**src/hw/link_pkg.sv**
```systemverilog
`default_nettype none

package link_pkg;

    typedef logic [7:0] byte_t;     // One serial byte on the line
    typedef logic [7:0] status_t;   // First byte of every response

    // Command byte of a frame
    localparam byte_t CMD_WRITE = 8'h01;   // Index plus four data bytes follow
    localparam byte_t CMD_READ  = 8'h02;   // Index byte follows

    // Response status codes
    localparam status_t ST_OK      = 8'h00;
    localparam status_t ST_BUS_ERR = 8'h01;   // Slave answered SLVERR
    localparam status_t ST_BAD_CMD = 8'h02;   // Unknown command byte

endpackage

`default_nettype wire

```
**src/hw/regmap_pkg.sv**
```systemverilog
`default_nettype none

package regmap_pkg;

    localparam int ADDR_W = 32;
    localparam int DATA_W = 32;

    typedef logic [ADDR_W-1:0] addr_t;   // Byte address
    typedef logic [DATA_W-1:0] data_t;   // Full bus word
    typedef logic [1:0]        resp_t;   // AXI BRESP / RRESP
    typedef logic [1:0]        reg_idx_t;

    localparam resp_t RESP_OKAY   = 2'b00;
    localparam resp_t RESP_SLVERR = 2'b10;

    // Word index inside the register block
    localparam reg_idx_t REG_CONTROL = 2'd0;   // Bit 0 clears the link counters
    localparam reg_idx_t REG_STATUS  = 2'd1;   // Last response status
    localparam reg_idx_t REG_COUNT   = 2'd2;   // tx count high, rx count low
    localparam reg_idx_t REG_SCRATCH = 2'd3;

endpackage

`default_nettype wire

```
**src/hw/axiuart_top.sv**
```systemverilog
`timescale 1ns/100ps
`default_nettype none

module axiuart_top #(
    parameter int                CLKS_PER_BIT  = 8,
    parameter int                FIFO_DEPTH    = 8,
    parameter int                HIGH_MARK     = 6,
    parameter regmap_pkg::addr_t REG_BASE_ADDR = 32'h0000_1000
) (
    input  wire  clk,
    input  wire  rst,
    input  wire  uart_rx,
    input  wire  uart_cts_n,
    output logic uart_tx,
    output logic uart_rts_n
);
    import link_pkg::*;
    import regmap_pkg::*;

    byte_t       rx_byte;
    byte_t       fifo_dout;
    byte_t       tx_byte;
    logic        rx_byte_valid;
    logic        fifo_pop, fifo_empty, fifo_full, fifo_high;
    logic        tx_start, tx_busy;
    addr_t       awaddr, araddr;
    data_t       wdata, rdata;
    resp_t       bresp, rresp;
    logic        awvalid, awready, wvalid, wready, bvalid, bready;
    logic        arvalid, arready, rvalid, rready;
    logic        stats_clear;
    status_t     last_status;
    logic [15:0] tx_count, rx_count;

    uart_rx #(.CLKS_PER_BIT(CLKS_PER_BIT)) u_rx (
        .clk, .rst, .rxd(uart_rx), .rx_byte, .rx_byte_valid
    );

    rx_fifo #(.FIFO_DEPTH(FIFO_DEPTH), .HIGH_MARK(HIGH_MARK)) u_fifo (
        .clk, .rst, .din(rx_byte), .push(rx_byte_valid), .pop(fifo_pop),
        .dout(fifo_dout), .empty(fifo_empty), .full(fifo_full), .high(fifo_high)
    );

    uart_axi_bridge #(.REG_BASE_ADDR(REG_BASE_ADDR)) u_bridge (
        .clk, .rst, .fifo_dout, .fifo_empty, .fifo_pop, .tx_byte, .tx_start, .tx_busy,
        .awaddr, .awvalid, .awready, .wdata, .wvalid, .wready, .bresp, .bvalid, .bready,
        .araddr, .arvalid, .arready, .rdata, .rresp, .rvalid, .rready,
        .stats_clear, .last_status, .tx_count, .rx_count
    );

    register_block #(.REG_BASE_ADDR(REG_BASE_ADDR)) u_regs (
        .clk, .rst, .awaddr, .awvalid, .awready, .wdata, .wvalid, .wready,
        .bresp, .bvalid, .bready, .araddr, .arvalid, .arready, .rdata, .rresp,
        .rvalid, .rready, .stats_clear, .last_status, .tx_count, .rx_count
    );

    uart_tx #(.CLKS_PER_BIT(CLKS_PER_BIT)) u_tx (
        .clk, .rst, .tx_byte, .tx_start, .cts_n(uart_cts_n), .txd(uart_tx), .tx_busy
    );

    // RTS high stops the host while the FIFO is high or full
    always_ff @(posedge clk) begin
        if (rst) begin
            uart_rts_n <= 1'b1;
        end else begin
            uart_rts_n <= fifo_full || fifo_high;
        end
    end

endmodule

`default_nettype wire

```
**src/hw/register_block.sv**
```systemverilog
`timescale 1ns/100ps
`default_nettype none

module register_block #(
    parameter regmap_pkg::addr_t REG_BASE_ADDR = 32'h0000_1000
) (
    input  wire                    clk,
    input  wire                    rst,
    input  wire regmap_pkg::addr_t awaddr,
    input  wire                    awvalid,
    output logic                   awready,
    input  wire regmap_pkg::data_t wdata,
    input  wire                    wvalid,
    output logic                   wready,
    output regmap_pkg::resp_t      bresp,
    output logic                   bvalid,
    input  wire                    bready,
    input  wire regmap_pkg::addr_t araddr,
    input  wire                    arvalid,
    output logic                   arready,
    output regmap_pkg::data_t      rdata,
    output regmap_pkg::resp_t      rresp,
    output logic                   rvalid,
    input  wire                    rready,
    output logic                   stats_clear,
    input  wire link_pkg::status_t last_status,
    input  wire [15:0]             tx_count,
    input  wire [15:0]             rx_count
);
    import regmap_pkg::*;

    data_t scratch;
    data_t rd_word;
    addr_t wr_off;     // Byte offset from base
    addr_t rd_off;
    logic  wr_hit;
    logic  rd_hit;
    logic  wr_en;
    logic  rd_en;

    assign wr_off = awaddr - REG_BASE_ADDR;
    assign rd_off = araddr - REG_BASE_ADDR;
    assign wr_hit = (wr_off < addr_t'(16)) && (wr_off[1:0] == 2'b00);   // Index 0 to 3
    assign rd_hit = (rd_off < addr_t'(16)) && (rd_off[1:0] == 2'b00);

    assign wr_en   = awvalid && wvalid && !bvalid;   // Both channels in one cycle
    assign awready = wr_en;
    assign wready  = wr_en;
    assign arready = !rvalid;
    assign rd_en   = arvalid && arready;

    always_comb begin
        rd_word = '0;   // Miss reads zero
        if (rd_hit) begin
            case (reg_idx_t'(rd_off[3:2]))
                REG_STATUS:  rd_word = data_t'(last_status);
                REG_COUNT:   rd_word = {tx_count, rx_count};
                REG_SCRATCH: rd_word = scratch;
                default:     rd_word = '0;   // Control reads back zero
            endcase
        end
    end

    always_ff @(posedge clk) begin
        if (rst) begin
            bvalid      <= 1'b0;
            stats_clear <= 1'b0;
            scratch     <= '0;
        end else begin
            stats_clear <= 1'b0;
            if (bvalid && bready) begin
                bvalid <= 1'b0;
            end
            if (wr_en) begin
                bvalid <= 1'b1;
                bresp  <= wr_hit ? RESP_OKAY : RESP_SLVERR;
                if (wr_hit && wr_off[3:2] == REG_SCRATCH) begin
                    scratch <= wdata;
                end
                if (wr_hit && wr_off[3:2] == REG_CONTROL && wdata[0]) begin
                    stats_clear <= 1'b1;   // One-cycle pulse
                end
            end
        end
    end

    always_ff @(posedge clk) begin
        if (rst) begin
            rvalid <= 1'b0;
        end else begin
            if (rvalid && rready) begin
                rvalid <= 1'b0;
            end
            if (rd_en) begin
                rvalid <= 1'b1;
                rresp  <= rd_hit ? RESP_OKAY : RESP_SLVERR;
                rdata  <= rd_word;
            end
        end
    end

endmodule

`default_nettype wire

```
**src/hw/rx_fifo.sv**
```systemverilog
`timescale 1ns/100ps
`default_nettype none

module rx_fifo #(
    parameter int FIFO_DEPTH = 8,
    parameter int HIGH_MARK  = 6
) (
    input  wire                  clk,
    input  wire                  rst,
    input  wire link_pkg::byte_t din,
    input  wire                  push,
    input  wire                  pop,
    output link_pkg::byte_t      dout,
    output logic                 empty,
    output logic                 full,
    output logic                 high
);
    import link_pkg::*;

    localparam int AW = $clog2(FIFO_DEPTH);

    byte_t         mem [FIFO_DEPTH];
    logic [AW-1:0] wr_ptr;
    logic [AW-1:0] rd_ptr;
    logic [AW:0]   level;        // 0 to FIFO_DEPTH
    logic [AW:0]   level_next;
    logic          do_push;
    logic          do_pop;

    assign do_push    = push && !full;    // Push on full is lost
    assign do_pop     = pop && !empty;
    assign level_next = level + (AW + 1)'(do_push) - (AW + 1)'(do_pop);

    always_ff @(posedge clk) begin
        if (do_push) begin
            mem[wr_ptr] <= din;
        end
    end

    always_ff @(posedge clk) begin
        if (rst) begin
            wr_ptr <= '0;
            rd_ptr <= '0;
            level  <= '0;
            empty  <= 1'b1;
            full   <= 1'b0;
            high   <= 1'b0;
        end else begin
            if (do_push) begin
                wr_ptr <= (wr_ptr == AW'(FIFO_DEPTH - 1)) ? '0 : wr_ptr + 1'b1;
            end
            if (do_pop) begin
                rd_ptr <= (rd_ptr == AW'(FIFO_DEPTH - 1)) ? '0 : rd_ptr + 1'b1;
            end
            level <= level_next;
            empty <= (level_next == '0);   // Flags lag the access by a cycle
            full  <= (level_next == (AW + 1)'(FIFO_DEPTH));
            high  <= (level_next >= (AW + 1)'(HIGH_MARK));
        end
    end

    assign dout = mem[rd_ptr];   // Fall-through head

endmodule

`default_nettype wire

```
**src/hw/uart_axi_bridge.sv**
```systemverilog
`timescale 1ns/100ps
`default_nettype none

module uart_axi_bridge #(
    parameter regmap_pkg::addr_t REG_BASE_ADDR = 32'h0000_1000
) (
    input  wire                    clk,
    input  wire                    rst,
    input  wire link_pkg::byte_t   fifo_dout,
    input  wire                    fifo_empty,
    output logic                   fifo_pop,
    output link_pkg::byte_t        tx_byte,
    output logic                   tx_start,
    input  wire                    tx_busy,
    output regmap_pkg::addr_t      awaddr,
    output logic                   awvalid,
    input  wire                    awready,
    output regmap_pkg::data_t      wdata,
    output logic                   wvalid,
    input  wire                    wready,
    input  wire regmap_pkg::resp_t bresp,
    input  wire                    bvalid,
    output logic                   bready,
    output regmap_pkg::addr_t      araddr,
    output logic                   arvalid,
    input  wire                    arready,
    input  wire regmap_pkg::data_t rdata,
    input  wire regmap_pkg::resp_t rresp,
    input  wire                    rvalid,
    output logic                   rready,
    input  wire                    stats_clear,
    output link_pkg::status_t      last_status,
    output logic [15:0]            tx_count,
    output logic [15:0]            rx_count
);
    import link_pkg::*;
    import regmap_pkg::*;

    typedef enum logic [2:0] {CMD, INDEX, DATA, BUS_WR, BUS_RD, RESP} state_t;

    state_t     state;
    byte_t      cmd;
    addr_t      bus_addr;
    data_t      rd_word;      // Read data, sent LSB first
    status_t    status;
    logic [2:0] cnt;          // Write data bytes, later response bytes
    logic [2:0] resp_len;     // 1 or 5
    logic       frame_done;
    logic       resp_done;

    function automatic status_t to_status(resp_t r);
        return (r == RESP_OKAY) ? ST_OK : ST_BUS_ERR;
    endfunction

    assign fifo_pop = (state == CMD || state == INDEX || state == DATA) && !fifo_empty;
    assign tx_start = (state == RESP) && !tx_busy;
    assign tx_byte  = (cnt == 3'd0) ? status : rd_word[7:0];
    assign awaddr   = bus_addr;
    assign araddr   = bus_addr;
    assign bready   = (state == BUS_WR);
    assign rready   = (state == BUS_RD);

    // Last byte of a frame leaves the FIFO
    assign frame_done = fifo_pop &&
        ((state == CMD && fifo_dout != CMD_WRITE && fifo_dout != CMD_READ) ||
         (state == INDEX && cmd == CMD_READ) ||
         (state == DATA && cnt == 3'd3));
    assign resp_done = tx_start && (cnt == resp_len - 1'b1);

    always_ff @(posedge clk) begin
        if (rst) begin
            state   <= CMD;
            cnt     <= '0;
            awvalid <= 1'b0;
            wvalid  <= 1'b0;
            arvalid <= 1'b0;
        end else begin
            case (state)
                CMD: if (fifo_pop) begin
                    cmd <= fifo_dout;
                    if (fifo_dout == CMD_WRITE || fifo_dout == CMD_READ) begin
                        state <= INDEX;
                    end else begin
                        status   <= ST_BAD_CMD;   // One-byte frame, no bus access
                        resp_len <= 3'd1;
                        cnt      <= '0;
                        state    <= RESP;
                    end
                end
                INDEX: if (fifo_pop) begin
                    bus_addr <= REG_BASE_ADDR + addr_t'({fifo_dout, 2'b00});
                    cnt      <= '0;
                    if (cmd == CMD_READ) begin
                        arvalid <= 1'b1;
                        state   <= BUS_RD;
                    end else begin
                        state <= DATA;
                    end
                end
                DATA: if (fifo_pop) begin
                    wdata <= {fifo_dout, wdata[31:8]};   // LSB arrives first
                    cnt   <= cnt + 1'b1;
                    if (cnt == 3'd3) begin
                        awvalid <= 1'b1;   // Address and data together
                        wvalid  <= 1'b1;
                        state   <= BUS_WR;
                    end
                end
                BUS_WR: begin
                    if (awready) awvalid <= 1'b0;
                    if (wready) wvalid <= 1'b0;
                    if (bvalid) begin
                        status   <= to_status(bresp);
                        resp_len <= 3'd1;
                        cnt      <= '0;
                        state    <= RESP;
                    end
                end
                BUS_RD: begin
                    if (arready) arvalid <= 1'b0;
                    if (rvalid) begin
                        status   <= to_status(rresp);
                        rd_word  <= rdata;   // Zero on SLVERR
                        resp_len <= 3'd5;
                        cnt      <= '0;
                        state    <= RESP;
                    end
                end
                RESP: if (tx_start) begin
                    cnt <= cnt + 1'b1;
                    if (cnt != 3'd0) begin
                        rd_word <= rd_word >> 8;   // Next data byte
                    end
                    if (resp_done) begin
                        state <= CMD;
                    end
                end
                default: state <= CMD;
            endcase
        end
    end

    // Link counters, cleared from REG_CONTROL
    always_ff @(posedge clk) begin
        if (rst || stats_clear) begin
            rx_count <= '0;
            tx_count <= '0;
        end else begin
            if (frame_done) rx_count <= rx_count + 1'b1;   // Before the bus access
            if (resp_done) tx_count <= tx_count + 1'b1;
        end
    end

    always_ff @(posedge clk) begin
        if (rst) begin
            last_status <= ST_OK;
        end else if (resp_done) begin
            last_status <= status;   // Same cycle as tx_count
        end
    end

endmodule

`default_nettype wire

```
**src/hw/uart_rx.sv**
```systemverilog
`timescale 1ns/100ps
`default_nettype none

module uart_rx #(
    parameter int CLKS_PER_BIT = 8
) (
    input  wire             clk,
    input  wire             rst,
    input  wire             rxd,
    output link_pkg::byte_t rx_byte,
    output logic            rx_byte_valid
);
    import link_pkg::*;

    localparam int CW = $clog2(CLKS_PER_BIT + 1);

    typedef enum logic [1:0] {IDLE, START, DATA, STOP} state_t;

    state_t        state;
    logic          rxd_meta;   // Synchronizer stage 1
    logic          rxd_s;      // Synchronized line
    logic [CW-1:0] clk_cnt;
    logic [2:0]    bit_idx;
    byte_t         shreg;

    always_ff @(posedge clk) begin
        if (rst) begin
            rxd_meta <= 1'b1;   // Line idles high
            rxd_s    <= 1'b1;
        end else begin
            rxd_meta <= rxd;
            rxd_s    <= rxd_meta;
        end
    end

    always_ff @(posedge clk) begin
        if (rst) begin
            state         <= IDLE;
            clk_cnt       <= '0;
            bit_idx       <= '0;
            rx_byte_valid <= 1'b0;
        end else begin
            rx_byte_valid <= 1'b0;
            clk_cnt       <= clk_cnt + 1'b1;
            case (state)
                IDLE: begin
                    clk_cnt <= '0;
                    if (!rxd_s) begin
                        state <= START;   // Start bit edge
                    end
                end
                START: if (clk_cnt == CW'(CLKS_PER_BIT / 2 - 1)) begin
                    clk_cnt <= '0;        // Now at mid start bit
                    bit_idx <= '0;
                    state   <= rxd_s ? IDLE : DATA;   // Short glitch, no frame
                end
                DATA: if (clk_cnt == CW'(CLKS_PER_BIT - 1)) begin
                    clk_cnt <= '0;
                    shreg   <= {rxd_s, shreg[7:1]};   // LSB first
                    bit_idx <= bit_idx + 1'b1;
                    if (bit_idx == 3'd7) begin
                        state <= STOP;
                    end
                end
                STOP: if (clk_cnt == CW'(CLKS_PER_BIT - 1)) begin
                    rx_byte_valid <= rxd_s;   // Bad stop bit drops the byte
                    state         <= IDLE;
                end
                default: state <= IDLE;
            endcase
        end
    end

    assign rx_byte = shreg;

endmodule

`default_nettype wire

```
**src/hw/uart_tx.sv**
```systemverilog
`timescale 1ns/100ps
`default_nettype none

module uart_tx #(
    parameter int CLKS_PER_BIT = 8
) (
    input  wire                  clk,
    input  wire                  rst,
    input  wire link_pkg::byte_t tx_byte,
    input  wire                  tx_start,
    input  wire                  cts_n,
    output logic                 txd,
    output logic                 tx_busy
);
    import link_pkg::*;

    localparam int CW = $clog2(CLKS_PER_BIT + 1);

    typedef enum logic [2:0] {IDLE, WAIT_CTS, START, DATA, STOP} state_t;

    state_t        state;
    logic [CW-1:0] clk_cnt;
    logic [2:0]    bit_idx;
    byte_t         shreg;
    logic          cts_meta;
    logic          cts_s;
    logic          bit_done;

    assign bit_done = (clk_cnt == CW'(CLKS_PER_BIT - 1));

    always_ff @(posedge clk) begin
        if (rst) begin
            state    <= IDLE;
            clk_cnt  <= '0;
            bit_idx  <= '0;
            cts_meta <= 1'b1;   // Host not ready until seen low
            cts_s    <= 1'b1;
        end else begin
            cts_meta <= cts_n;
            cts_s    <= cts_meta;
            clk_cnt  <= bit_done ? '0 : clk_cnt + 1'b1;
            case (state)
                IDLE: if (tx_start) begin
                    shreg <= tx_byte;
                    state <= WAIT_CTS;
                end
                WAIT_CTS: begin
                    clk_cnt <= '0;   // Bit timing starts with the start bit
                    if (!cts_s) begin
                        state <= START;
                    end
                end
                START: if (bit_done) begin
                    bit_idx <= '0;
                    state   <= DATA;
                end
                DATA: if (bit_done) begin
                    shreg   <= shreg >> 1;
                    bit_idx <= bit_idx + 1'b1;
                    if (bit_idx == 3'd7) begin
                        state <= STOP;
                    end
                end
                STOP: if (bit_done) state <= IDLE;
                default: state <= IDLE;
            endcase
        end
    end

    assign txd     = (state == START) ? 1'b0 : (state == DATA) ? shreg[0] : 1'b1;
    assign tx_busy = (state != IDLE);   // Includes the CTS wait

endmodule

`default_nettype wire

```
**config.mk**
```make
export PLATFORM = sky130hd
export DESIGN_NAME = axiuart_top
export DESIGN_NICKNAME = d
export VERILOG_FILES = /design/src/hw/link_pkg.sv /design/src/hw/regmap_pkg.sv /design/src/hw/axiuart_top.sv /design/src/hw/register_block.sv /design/src/hw/rx_fifo.sv /design/src/hw/uart_axi_bridge.sv /design/src/hw/uart_rx.sv /design/src/hw/uart_tx.sv
export SDC_FILE = /design/constraint.sdc
export NUM_CORES = 1
export LEC_CHECK = 0
export ABC_AREA = 1
export ABC_CLOCK_PERIOD_IN_PS = 6150
export BUFFER_PORTS_ARGS = -buffer_cell sky130_fd_sc_hd__buf_2
export CORE_MARGIN = 2
export CORE_UTILIZATION = 55
export DETAILED_ROUTE_END_ITERATION = 8
export PLACE_DENSITY = 0.67
export SLEW_MARGIN = 30
export SYNTH_ARGS = -nofsm -noshare
export SYNTH_HDL_FRONTEND = slang
export SYNTH_HIERARCHICAL = 1
export SYNTH_SLANG_ARGS = --single-unit
```
**constraint.sdc**
```tcl
create_clock -name clk -period 6.15 [get_ports clk]
set_input_delay 0.3075 -clock clk [delete_from_list [all_inputs] [get_ports clk]]
set_output_delay 0.3075 -clock clk [all_outputs]
set_load 0.005 [all_outputs]
```
==> results.toml <==
[power]
leakage_nw = 6.50
pwr-share-comb_pct = 16.4
p_int_mw = 4.07
clockPowerShare_pct = 38.7
sequentialPowerShare_pct = 44.9
switching_share_pct = 27.7
p_per_area_nw_per_um2 = 354
p_total_mw = 5.63
p_sw_mw = 1.56
vdd_ir_drop_max_uv = 244

[floorplanning]
dieArea_sq_um = 28100
fp.coreArea_sq_um = 26200
ios = 6
initial_utilization_pct = 56.3
die_h_microns = 168
fp.dieW_microns = 168
rows = 59

[placement]
dp.cells = 1988
preCtsSetupSlack_ns = 3.25
portBuffers = 5
hpwl_mm = 19.2
postPlaceCellArea_sq_um = 14700
place_congestion = 0.863

[logic_synthesis]
synth.distinct_cells = 47
synth_area_leaders = "edfxtp_1 (40%), dfxtp_1 (16%), nand2_1 (12%)"
ys_seq_elements = 316
syn_inst = 1695
ys_warn_count = 6
yosysSeqAreaShare_pct = 56.3
avgSynthCellArea_sq_um = 8.70
netlist_area_sq_um = 14700
yosys.cell_count.top_type = "nand2_1"
ys.flop_type = "edfxtp_1"
synth_top_cell_area_share_pct = 40.1
ys_top_cells_by_count = "nand2_1 (464), nor2_1 (320), edfxtp_1 (197)"
synth-edff-count = 197
ys_async_sr_fraction_pct = 0
yosysTopAreaCell = "edfxtp_1"

[critical_path]
worstSetupEndpointType = "flip-flop"
critPathCapture = "u_bridge/rx_count[12]$_SDFFE_PP0P_"
cp-start-kind = "flip-flop"
path_max_fanout = 33
r2r-end = "u_bridge/rx_count[12]$_SDFFE_PP0P_"
ff2ff_path_depth = 14
crit_arrival_ns = 3.32
crit_required_ns = 6.55
worst-setup-path-type = "reg -> reg"
r2r_slack_ns = 3.23

[layout]
final_area_sq_um = 15900
instances_no_fill = 2052
syn_to_final_growth_pct = 7.82
drive_gt1_share_pct = 7.57
fin_util_pct = 60.6
num_antenna_cells = 0
nets = 1714

[clock_network]
cts_buffer_depth = 3
cts_tree = "yes"
cts_resized = 0
numCtsBuffers = 35
clockRootBuffer = "clkbuf_16"
cts_hold_buf = 1
clk_pin_slew_ns = 0.06
postCtsSetupBuffers = 0
cts_htree_levels = 2
clk_latency_ns = 0.52
cts.sinks = 316

[global_route]
grt-ovfl-total = 0
grt_use_total_pct = 20.4
grt_max_degree = 65
grt_pass1_vias = 9682
grt_antenna_before_repair = 0
grt_pass1_wl_mm = 46.8

[sta]
fin_crit_ns = 2.92
clock.fmax_ghz = 0.343
fin_ws_ns = 3.23
drv_slew = 0
relSlewSlack_pct = 40.0
hold_viol = 0
setup-violations-final = 0
fin_skew_ns = 0.0249
rsz0062_at_grt = "no"
timing.hold.ws_ns = 0.0723
finalCritPeriodShare_pct = 47.5
fin_tns_setup_ns = 0
worst_slew_pin_slew_ns = 0.901

[route]
drtPass1Iterations = 5
drt-initial-drc-count = 737
viasPerCell = 5.03
vias = 10300
wl_per_cell_microns = 13.6
drc = 0
drtAntennaViolNets = 0
finalWirelength_mm = 28.0

[job]
cap_violations = 0

[outcome]
status = "complete, no violations"

[hold_path]
hold_class = "in -> reg"
[registers in the layout, summed over array words and instances, names as in the netlist, 4 cells and up, named ones only]
signal             count
u_fifo/mem            64
u_bridge/rd_word      32
u_bridge/wdata        32
u_regs/rdata          32
u_regs/scratch        32
u_bridge/rx_count     16
u_bridge/tx_count     16
u_bridge/araddr        8
u_bridge/cmd           8
u_rx/rx_byte           8
u_tx/shreg             8
u_fifo/level           4
u_rx/clk_cnt           4
u_tx/clk_cnt           4
[routing by layer]
metal  up-vias  global-route usage, %  routed length (microns)
li1       5331                      -                        -
met1      4740                   27.9                    13000
met2       208                   34.4                    13300
met3        41                   3.03                     1200
met4         0                   5.18                      529
met5         -                      0                        0
[worst min path at each step]
stage | start | cells after the start | slack (ns) | to
final | uart_cts_n | 2 | 0.07 | u_tx/cts_meta$_SDFF_PP1_
after global routing | uart_cts_n | 2 | 0.05 | u_tx/cts_meta$_SDFF_PP1_
after CTS | uart_cts_n | 2 | 0.06 | u_tx/cts_meta$_SDFF_PP1_
after detailed placement | u_tx/cts_meta$_SDFF_PP1_ | 1 | 0.40 | u_tx/cts_s$_SDFF_PP1_
after global placement | u_tx/cts_meta$_SDFF_PP1_ | 1 | 0.40 | u_tx/cts_s$_SDFF_PP1_
after floorplan | rst | 1 | 0.38 | u_bridge/wvalid$_SDFFE_PP0P_
[power by group through the flow]
stage,sequential [mW],clock [mW],combinational (mW)
floorplan,2.54,0,0.805
global placement,2.57,0,0.902
detailed placement,2.57,0,0.918
CTS,2.53,2.22,0.923
global route,2.54,2.31,1.07
finish,2.52,2.18,0.924
[worst max-delay path, stage by stage (launching register included)]
cell and delay (ns):
dfxtp_1 0.30, buf_4 0.30, inv_2 0.28, o21ai_1 0.21
nand2_1 0.08, nand2_1 0.06, nand2_1 0.13, nor2_1 0.12
inv_1 0.07, nor2_1 0.14, nand2_1 0.08, nand2_1 0.14
nand3_2 0.49, a21oi_1 0.33, nor2_1 0.07
[cell usage in the layout (no fill, tap or decap), types with 4 or more instances in the layout]
master / netlist / final
buf_4: 69 / 9
nor3_1: 11 / 11
clkinv_2: 0 / 5
nor2_4: 9 / 9
nand4_1: 13 / 13
dfxtp_1: 119 / 119
nor2_1: 320 / 318
a21oi_1: 69 / 69
nand3b_1: 4 / 4
clkbuf_16: 0 / 36
inv_2: 9 / 11
nand2_1: 464 / 464
ha_1: 18 / 18
inv_1: 149 / 147
nand2_2: 9 / 9
nor2_2: 9 / 11
conb_1: 3 / 56
o21ai_0: 21 / 21
xor2_1: 7 / 7
nor4_1: 5 / 4
or2_2: 10 / 10
edfxtp_1: 197 / 197
xnor2_1: 7 / 7
a221oi_1: 9 / 9
nand3_1: 56 / 56
clkbuf_1: 10 / 7
nand3_2: 4 / 4
bufinv_16: 0 / 6
o21ai_1: 34 / 34
buf_2: 15 / 5
[logic make-up (layout without fill, tap and decap cells)]
| logic type | after synthesis | count (layout) | share of synthesized area, % |
|---|---|---|---|
| compound gates | 146 | 146 | 5.44 |
| xor+xnor | 14 | 14 | 0.832 |
| fa+ha+maj | 19 | 19 | 1.66 |
| buf+inv | 270 | 239 | 9.56 |
| flops | 316 | 316 | 56.3 |
| other cells | 3 | 56 | 0.0764 |
| simple gates | 927 | 927 | 26.1 |
[layout make-up]
| type | instances | area, sq um |
|---|---|---|
| Fill cell | 2260 | 10300 |
| Sequential cell | 316 | 8300 |
| Multi-Input combinational cell | 1162 | 5250 |
| Clock buffer | 46 | 968 |
| Inverter | 161 | 609 |
| Tap cell | 335 | 419 |
| Clock inverter | 17 | 251 |
| Timing Repair Buffer | 15 | 103 |
Power figures use the tool's default switching activity.
